### src/dispatchPkg.sv
/*
 * Dispatch stage shared definitions
 * Sizes of the back-end structures, the renamed instruction format, the
 * issue-queue, active-list and load-store-queue payloads and the occupancy
 * counts used by the four-wide dispatch stage.
 */

package dispatchPkg;

  // Machine configuration
  localparam int DispatchWidth  = 4;
  localparam int Checkpoints    = 8;
  localparam int CheckpointsLog = 3;
  localparam int PhyRegLog      = 7;
  localparam int LogRegLog      = 5;
  localparam int PcWidth        = 32;
  localparam int ImmWidth       = 16;
  localparam int OpcodeWidth    = 8;

  // Back-end capacities
  localparam int SizeLsq        = 16;  // Entries per load or store queue
  localparam int SizeIssueQ     = 32;
  localparam int SizeActiveList = 64;

  // Occupancy widths, each wide enough to hold the full capacity
  localparam int LsqCntWidth    = $clog2(SizeLsq) + 1;
  localparam int IqCntWidth     = $clog2(SizeIssueQ) + 1;
  localparam int AlCntWidth     = $clog2(SizeActiveList) + 1;
  localparam int LaneCntWidth   = $clog2(DispatchWidth) + 1;

  typedef logic [LsqCntWidth-1:0]    lsqCntT;
  typedef logic [IqCntWidth-1:0]     iqCntT;
  typedef logic [AlCntWidth-1:0]     alCntT;
  typedef logic [LaneCntWidth-1:0]   laneCntT;

  typedef logic [Checkpoints-1:0]    branchMaskT;
  typedef logic [CheckpointsLog-1:0] checkpointIdT;

  typedef struct packed {
    logic [PcWidth-1:0]     pc;
    logic [LogRegLog-1:0]   logDest;
    logic                   destValid;
    logic [PhyRegLog-1:0]   phyDest;
    logic [PhyRegLog-1:0]   phySrc1;
    logic [PhyRegLog-1:0]   phySrc2;
    logic                   isLoad;
    logic                   isStore;
    branchMaskT             branchMask;   // Unresolved branches this op depends on
    checkpointIdT           checkpointId;
    logic [ImmWidth-1:0]    imm;
    logic [OpcodeWidth-1:0] opcode;
  } renamedPktT;

  // Issue queue never needs the architectural destination
  typedef struct packed {
    logic [PcWidth-1:0]     pc;
    logic                   destValid;
    logic [PhyRegLog-1:0]   phyDest;
    logic [PhyRegLog-1:0]   phySrc1;
    logic [PhyRegLog-1:0]   phySrc2;
    logic                   isLoad;
    logic                   isStore;
    branchMaskT             branchMask;   // Already has the verified bit cleared
    checkpointIdT           checkpointId;
    logic [ImmWidth-1:0]    imm;
    logic [OpcodeWidth-1:0] opcode;
  } issueQPktT;

  typedef struct packed {
    logic                 isLoad;
    logic                 isStore;
    logic [PcWidth-1:0]   pc;
    logic [LogRegLog-1:0] logDest;
    logic [PhyRegLog-1:0] phyDest;
    logic                 destValid;
  } activeListPktT;

  typedef struct packed {
    branchMaskT branchMask;
    logic       isStore;
    logic       isLoad;
  } lsqPktT;

  typedef renamedPktT    [DispatchWidth-1:0] renamedBundleT;
  typedef issueQPktT     [DispatchWidth-1:0] issueQBundleT;
  typedef activeListPktT [DispatchWidth-1:0] activeListBundleT;
  typedef lsqPktT        [DispatchWidth-1:0] lsqBundleT;
  typedef branchMaskT    [DispatchWidth-1:0] maskBundleT;

  typedef struct packed {
    lsqCntT loadQ;
    lsqCntT storeQ;
    iqCntT  issueQ;
    alCntT  activeList;
  } backEndCntT;

endpackage
### src/dispatch.sv
/*
 * Four-wide dispatch stage
 * Checks load queue, store queue, issue queue and active list space for
 * the renamed bundle, clears the verified branch checkpoint from each
 * lane's mask and registers the back-end packets. Packets appear one
 * cycle after acceptance together with dispatchValid_o.
 */

`timescale 1ns/1ps

module dispatch (
  input  logic                          clk,
  input  logic                          rstN_i,
  input  logic                          renameReady_i,      // Rename holds a bundle
  input  logic                          flagRecoverEX_i,    // Mispredict recovery in progress
  input  logic                          ctrlVerified_i,
  input  dispatchPkg::checkpointIdT     ctrlVerifiedId_i,
  input  dispatchPkg::renamedBundleT    renamedBundle_i,
  input  dispatchPkg::backEndCntT       backEndCnt_i,       // Current occupancies
  output dispatchPkg::issueQBundleT     issueQBundle_o,
  output dispatchPkg::activeListBundleT activeListBundle_o,
  output dispatchPkg::lsqBundleT        lsqBundle_o,
  output dispatchPkg::maskBundleT       updatedBranchMask_o, // Back to the rename pipeline reg
  output logic                          dispatchValid_o,
  output logic                          backEndReady_o,
  output logic                          stallFrontEnd_o
);

  import dispatchPkg::*;

  laneCntT          loadCnt;
  laneCntT          storeCnt;
  issueQBundleT     issueQBundle;
  activeListBundleT activeListBundle;
  lsqBundleT        lsqBundle;

  loadStoreCounter loadStoreCounter0 (
    .renamedBundle_i (renamedBundle_i),
    .loadCnt_o       (loadCnt),
    .storeCnt_o      (storeCnt)
  );

  branchMaskUpdate branchMaskUpdate0 (
    .renamedBundle_i  (renamedBundle_i),
    .ctrlVerified_i   (ctrlVerified_i),
    .ctrlVerifiedId_i (ctrlVerifiedId_i),
    .updatedMask_o    (updatedBranchMask_o)
  );

  resourceCheck resourceCheck0 (
    .backEndCnt_i    (backEndCnt_i),
    .loadCnt_i       (loadCnt),
    .storeCnt_i      (storeCnt),
    .renameReady_i   (renameReady_i),
    .flagRecoverEX_i (flagRecoverEX_i),
    .stallFrontEnd_o (stallFrontEnd_o),
    .backEndReady_o  (backEndReady_o)
  );

  backEndPacketBuild backEndPacketBuild0 (
    .renamedBundle_i    (renamedBundle_i),
    .updatedMask_i      (updatedBranchMask_o),
    .issueQBundle_o     (issueQBundle),
    .activeListBundle_o (activeListBundle),
    .lsqBundle_o        (lsqBundle)
  );

  dispatchReg #(.payloadT(issueQBundleT)) issueQReg0 (
    .clk       (clk),
    .rstN_i    (rstN_i),
    .load_i    (backEndReady_o),
    .payload_i (issueQBundle),
    .payload_o (issueQBundle_o),
    .valid_o   ()
  );

  // This instance provides the stage valid
  dispatchReg #(.payloadT(activeListBundleT)) activeListReg0 (
    .clk       (clk),
    .rstN_i    (rstN_i),
    .load_i    (backEndReady_o),
    .payload_i (activeListBundle),
    .payload_o (activeListBundle_o),
    .valid_o   (dispatchValid_o)
  );

  dispatchReg #(.payloadT(lsqBundleT)) lsqReg0 (
    .clk       (clk),
    .rstN_i    (rstN_i),
    .load_i    (backEndReady_o),
    .payload_i (lsqBundle),
    .payload_o (lsqBundle_o),
    .valid_o   ()
  );

endmodule

### src/dispatchReg.sv
/*
 * Dispatch output register
 * Pipeline register between dispatch and one back-end structure. Holds
 * its payload until the next dispatch and flags the cycle after a load.
 */

`timescale 1ns/1ps

module dispatchReg #(
  parameter type payloadT = logic
) (
  input  logic    clk,
  input  logic    rstN_i,
  input  logic    load_i,     // Bundle accepted this cycle
  input  payloadT payload_i,
  output payloadT payload_o,
  output logic    valid_o
);

  always_ff @(posedge clk or negedge rstN_i) begin
    if (!rstN_i) begin
      payload_o <= '0;
      valid_o   <= 1'b0;
    end else begin
      valid_o <= load_i;
      if (load_i) begin
        payload_o <= payload_i;  // Otherwise hold the last bundle
      end
    end
  end

endmodule

### src/backEndPacketBuild.sv
/*
 * Back-end packet builder
 * Maps each renamed lane into the issue-queue, active-list and load-store
 * queue payload formats. The issue-queue and LSQ payloads carry the branch
 * mask with the verified checkpoint already cleared.
 */

`timescale 1ns/1ps

module backEndPacketBuild (
  input  dispatchPkg::renamedBundleT    renamedBundle_i,
  input  dispatchPkg::maskBundleT       updatedMask_i,
  output dispatchPkg::issueQBundleT     issueQBundle_o,
  output dispatchPkg::activeListBundleT activeListBundle_o,
  output dispatchPkg::lsqBundleT        lsqBundle_o
);

  import dispatchPkg::*;

  // Issue queue gets everything needed for wakeup, select and execute
  always_comb begin
    for (int lane = 0; lane < DispatchWidth; lane++) begin
      issueQBundle_o[lane].pc           = renamedBundle_i[lane].pc;
      issueQBundle_o[lane].destValid    = renamedBundle_i[lane].destValid;
      issueQBundle_o[lane].phyDest      = renamedBundle_i[lane].phyDest;
      issueQBundle_o[lane].phySrc1      = renamedBundle_i[lane].phySrc1;
      issueQBundle_o[lane].phySrc2      = renamedBundle_i[lane].phySrc2;
      issueQBundle_o[lane].isLoad       = renamedBundle_i[lane].isLoad;
      issueQBundle_o[lane].isStore      = renamedBundle_i[lane].isStore;
      issueQBundle_o[lane].branchMask   = updatedMask_i[lane];
      issueQBundle_o[lane].checkpointId = renamedBundle_i[lane].checkpointId;
      issueQBundle_o[lane].imm          = renamedBundle_i[lane].imm;
      issueQBundle_o[lane].opcode       = renamedBundle_i[lane].opcode;
    end
  end

  // Active list keeps what commit and register freeing need
  always_comb begin
    for (int lane = 0; lane < DispatchWidth; lane++) begin
      activeListBundle_o[lane].isLoad    = renamedBundle_i[lane].isLoad;
      activeListBundle_o[lane].isStore   = renamedBundle_i[lane].isStore;
      activeListBundle_o[lane].pc        = renamedBundle_i[lane].pc;
      activeListBundle_o[lane].logDest   = renamedBundle_i[lane].logDest;
      activeListBundle_o[lane].phyDest   = renamedBundle_i[lane].phyDest;
      activeListBundle_o[lane].destValid = renamedBundle_i[lane].destValid;
    end
  end

  always_comb begin
    for (int lane = 0; lane < DispatchWidth; lane++) begin
      lsqBundle_o[lane].branchMask = updatedMask_i[lane];  // For squash on mispredict
      lsqBundle_o[lane].isStore    = renamedBundle_i[lane].isStore;
      lsqBundle_o[lane].isLoad     = renamedBundle_i[lane].isLoad;
    end
  end

endmodule

### src/resourceCheck.sv
/*
 * Back-end resource check
 * Compares the occupancy of the load queue, store queue, issue queue and
 * active list plus the demand of the current bundle against capacity.
 * Any overflow stalls the front end; otherwise the bundle is dispatched
 * when rename has one ready and no recovery is in progress.
 */

`timescale 1ns/1ps

module resourceCheck (
  input  dispatchPkg::backEndCntT backEndCnt_i,
  input  dispatchPkg::laneCntT    loadCnt_i,
  input  dispatchPkg::laneCntT    storeCnt_i,
  input  logic                    renameReady_i,
  input  logic                    flagRecoverEX_i,
  output logic                    stallFrontEnd_o,
  output logic                    backEndReady_o   // Also the dispatch register enable
);

  import dispatchPkg::*;

  // One extra bit so the sums cannot wrap
  logic [LsqCntWidth:0] loadSum;
  logic [LsqCntWidth:0] storeSum;
  logic [IqCntWidth:0]  issueQSum;
  logic [AlCntWidth:0]  activeListSum;

  logic loadFull;
  logic storeFull;
  logic issueQFull;
  logic activeListFull;

  always_comb begin
    loadSum       = (LsqCntWidth+1)'(backEndCnt_i.loadQ) + (LsqCntWidth+1)'(loadCnt_i);
    storeSum      = (LsqCntWidth+1)'(backEndCnt_i.storeQ) + (LsqCntWidth+1)'(storeCnt_i);
    // Issue queue and active list reserve a full bundle every time
    issueQSum     = (IqCntWidth+1)'(backEndCnt_i.issueQ) + (IqCntWidth+1)'(DispatchWidth);
    activeListSum = (AlCntWidth+1)'(backEndCnt_i.activeList) + (AlCntWidth+1)'(DispatchWidth);
  end

  assign loadFull       = loadSum > (LsqCntWidth+1)'(SizeLsq);
  assign storeFull      = storeSum > (LsqCntWidth+1)'(SizeLsq);
  assign issueQFull     = issueQSum > (IqCntWidth+1)'(SizeIssueQ);
  assign activeListFull = activeListSum > (AlCntWidth+1)'(SizeActiveList);

  assign stallFrontEnd_o = loadFull | storeFull | issueQFull | activeListFull;
  assign backEndReady_o  = ~stallFrontEnd_o & renameReady_i & ~flagRecoverEX_i;

endmodule

### src/branchMaskUpdate.sv
/*
 * Branch mask update
 * When a branch resolves correctly in execute, its checkpoint bit is
 * removed from the mask of every instruction still waiting in dispatch,
 * so those instructions no longer depend on it.
 */

`timescale 1ns/1ps

module branchMaskUpdate (
  input  dispatchPkg::renamedBundleT renamedBundle_i,
  input  logic                       ctrlVerified_i,    // Branch resolved as predicted
  input  dispatchPkg::checkpointIdT  ctrlVerifiedId_i,  // Its checkpoint
  output dispatchPkg::maskBundleT    updatedMask_o
);

  import dispatchPkg::*;

  branchMaskT clearMask;  // One-hot bit to drop, or zero

  always_comb begin
    clearMask = '0;
    if (ctrlVerified_i) begin
      clearMask[ctrlVerifiedId_i] = 1'b1;
    end
  end

  always_comb begin
    for (int lane = 0; lane < DispatchWidth; lane++) begin
      updatedMask_o[lane] = renamedBundle_i[lane].branchMask & ~clearMask;
    end
  end

endmodule

### src/loadStoreCounter.sv
/*
 * Load/store demand counter
 * Pulls the load and store flag out of every lane of the renamed bundle
 * and counts how many load-queue and store-queue entries it needs.
 */

`timescale 1ns/1ps

module loadStoreCounter (
  input  dispatchPkg::renamedBundleT renamedBundle_i,
  output dispatchPkg::laneCntT       loadCnt_o,
  output dispatchPkg::laneCntT       storeCnt_o
);

  import dispatchPkg::*;

  logic [DispatchWidth-1:0] loadFlags;   // One bit per lane
  logic [DispatchWidth-1:0] storeFlags;

  always_comb begin
    for (int lane = 0; lane < DispatchWidth; lane++) begin
      loadFlags[lane]  = renamedBundle_i[lane].isLoad;
      storeFlags[lane] = renamedBundle_i[lane].isStore;
    end
  end

  // Population count of each flag vector
  always_comb begin
    loadCnt_o  = '0;
    storeCnt_o = '0;
    for (int lane = 0; lane < DispatchWidth; lane++) begin
      loadCnt_o  = loadCnt_o + laneCntT'(loadFlags[lane]);
      storeCnt_o = storeCnt_o + laneCntT'(storeFlags[lane]);
    end
  end

endmodule

### config.mk
export PLATFORM = sky130hd
export DESIGN_NAME = dispatch
export DESIGN_NICKNAME = d
export VERILOG_FILES = /design/src/dispatchPkg.sv /design/src/dispatch.sv /design/src/dispatchReg.sv /design/src/backEndPacketBuild.sv /design/src/resourceCheck.sv /design/src/branchMaskUpdate.sv /design/src/loadStoreCounter.sv
export SDC_FILE = /design/constraint.sdc
export NUM_CORES = 1
export LEC_CHECK = 0
export BUFFER_PORTS_ARGS = -buffer_cell sky130_fd_sc_hd__buf_2
export CORE_AREA = 2 2 402 404
export CTS_BUF_LIST = sky130_fd_sc_hd__clkbuf_4
export DETAILED_ROUTE_END_ITERATION = 7
export DIE_AREA = 0 0 404 406
export GPL_ROUTABILITY_DRIVEN = 0
export PLACE_DENSITY = 0.47
export SETUP_SLACK_MARGIN = 0.5
export SYNTH_ARGS = -nofsm -noshare
export SYNTH_HDL_FRONTEND = slang
export SYNTH_HIERARCHICAL = 1
export SYNTH_SLANG_ARGS = --single-unit
### constraint.sdc
create_clock -name clk -period 6.95 [get_ports clk]
set_input_delay 0.695 -clock clk [delete_from_list [all_inputs] [get_ports clk]]
set_output_delay 0.695 -clock clk [all_outputs]
set_load 0.05 [all_outputs]
==> qor.txt <==
fillers -> 16940
Worst-Margin Slew -> 953 ps
Worst Setup End Kind -> primary output
Post-DP HPWL -> 70700 um
vias in the first global route -> 19107
slowest CP cell -> and3_4
Die Span X -> 404 um
Final period util -> 80.2%
crit path launch -> renamedBundle_i[36]
Comb power frac -> 48.1%
gr busiest metal -> met2
layout cells sized above 1 -> 64.3%
clk_lat worst skew -> 1070 ps
DRT iter0 DRCs -> 827
worst vdd ir -> 0.236 mV
design internal power -> 8.72 mW
endpoints failing setup -> 0
first-pass GRT wire length -> 130000 um
power share of the clock group -> 19.8%
CTS buffer count -> 173
total die area -> 164000 um^2
CTS clk-pin slew, worst paths -> 60 ps
Crit path largest cell delay -> 650 ps
Mean Syn Cell Area -> 15.2 um^2
synthesis-to-finish area growth -> 30.1%
root buffer selected by CTS -> clkbuf_4
Crit Reg-Reg Endpoint -> issueQReg0/payload_o[129]
die height -> 406 um
# port buffers -> 1041
CP startpoint kind -> primary input
RSZ-0062 raised after global routing -> false
clk buf depth -> 3
run status -> finished clean
Global Route met1 Usage -> 12.4%
grt total ovfl -> 0
Relative slew margins -> 36.5%
Worst R2R Start -> issueQReg0/payload_o[129]
max-cap violations -> 0
global-route usage over all layers -> 10.9%
critical path peak fanout -> 34
# Post-CTS Setup Buffers -> 0
design area -> 38300 um^2
HP Class -> primary input to flip-flop
Final Hold Viols -> 0
CTS H-tree depth -> 4
largest net degree at the start of global routing -> 142
Setup TNS Final -> 0 ps
DR pass1 iterations -> 4
CTS tree -> done
Worst Skew -> 0 ps
R2R setup slack -> 6020 ps
DR vias -> 17792
initial antenna violation count -> 24
antenna viol nets, final -> 0
Worst R2R Path Depth -> 1
initial core utilization -> 18.5%
yosys synthesis warning count -> 6
Placed Area -> 32300 um^2
worst-path cell chain -> dlygate4sd3_1 -> buf_2 -> inv_1 -> fa_1 -> inv_1 -> ha_1 -> ha_1 -> fa_1 -> or3_1 -> nor3_1 -> a311o_1 -> and3_4 -> buf_2
row count -> 147
Tmin final -> 5570 ps
routed wire length -> 93700 um
switching share of power -> 47.8%
clk sink count -> 593
CORE AREA -> 160000 um^2
Crit path arrival time -> 4880 ps
met2 Track Usage GR -> 18.0%
Cells after Synth -> 1940
leakage power -> 19.4 nW
Setup CP Type -> primary input to primary output
power per standard cell area -> 435 nW/um^2
met3 global-route usage -> 4.53%
Nets -> 3354
CTS resizes -> 0
Setup crit end -> backEndReady_o
Seq pwr share -> 32.0%
Post-Syn Area -> 29500 um^2
Psw -> 7.97 mW
Post-Syn Nets -> 2369
Max Freq -> 179 MHz
DRC -> 0
WL/cell -> 18.2 um
Slew Limit Fails -> 0
I/O pins -> 1042
via density per instance -> 3.45
Required @ worst endpoint -> 6250 ps
==> critical path: cells and delay by family <==
kind / cells / cell delay [ps]
adder cells (fa/ha/maj): 4 / 1530
buffers and inverters: 5 / 1340
AND/OR/NAND/NOR: 3 / 1150
AO/OA/AOI/OAI: 1 / 160
==> worst min path at each step <==
| stage | end | cells after the start | slack (ps) | startpoint |
|---|---|---|---|---|
| CTS | issueQReg0/payload_o[228] | 3 | 60 | renamedBundle_i[238] |
| floorplan | activeListReg0/payload_o[0] | 0 | 400 | rstN_i |
| detailed placement | activeListReg0/payload_o[56] | 1 | 490 | activeListReg0/payload_o[56] |
| global route | issueQReg0/payload_o[133] | 3 | 90 | renamedBundle_i[138] |
| global placement | activeListReg0/payload_o[162] | 1 | 490 | activeListReg0/payload_o[162] |
| finish | issueQReg0/payload_o[141] | 3 | 360 | renamedBundle_i[146] |
==> timing repair <==
item,4_1_cts,5_1_grt
hold buffers,387,0
setup endpoints to repair,0,0
endpoints found under the hold margin,686,0
==> sequential cells by signal, indices dropped and copies added, names as in the netlist <==
name                      flops
lsqReg0/payload_o            40
issueQReg0/payload_o        364
activeListReg0/valid_o        1
activeListReg0/payload_o    188
==> per-layer routing <==
layer	vias up	share of wire (%)
li1	8051	-
met1	8839	39
met2	720	49
met3	178	8.5
met4	4	3.2
met5	-	0.029
==> cells in the final DEF (no fill, tap or decap), drive strengths merged, types with 2 or more instances in the layout <==
cell and instances:
ha 10, nand2 4, and4bb 3, diode 16, nand3 2, nand4 3, nor2 2, dlygate4sd3 387
inv 21, buf 1081, a21oi 5, clkinvlp 2, clkbuf 254, nor3 4, dfrtp 593, clkinv 37
nand4b 3, mux2 592, fa 4, nor2b 17, xnor2 2, and2 16
==> cell type report <==
class / instances / area (um^2) / area share [%]
Tap cell: 2086 / 2610 / 6.81
Sequential cell: 593 / 14800 / 38.7
Timing Repair Buffer: 1468 / 9510 / 24.8
Antenna cell: 16 / 40.0 / 0.104
Inverter: 10 / 37.5 / 0.0979
Clock buffer: 254 / 1910 / 4.97
Clock inverter: 50 / 248 / 0.646
Multi-Input combinational cell: 679 / 9150 / 23.9
==> per-stage QoR <==
step	power, mW	std cells	worst slack (ps)	hold slack, ps	util [%]
after floorplan	11.3	1940	2480	399	-
after global placement	13.2	4449	1680	485	20.2
after detailed placement	13.3	4449	1730	486	20.2
after CTS	17.0	5140	1160	56.4	24.0
after global routing	17.5	5152	1090	92.9	24.0
final	16.7	5156	1380	361	24.0
==> power groups by stage <==
stage	Clock, mW	Sequential, mW	Combinational [mW]
2_1_floorplan	0	9.44	1.91
3_3_place_gp	0	5.37	7.88
3_5_place_dp	0	5.37	7.91
4_1_cts	3.53	5.35	8.11
5_1_grt	3.69	5.49	8.31
6_report	3.31	5.34	8.03
(Power assumes the default switching activity.)
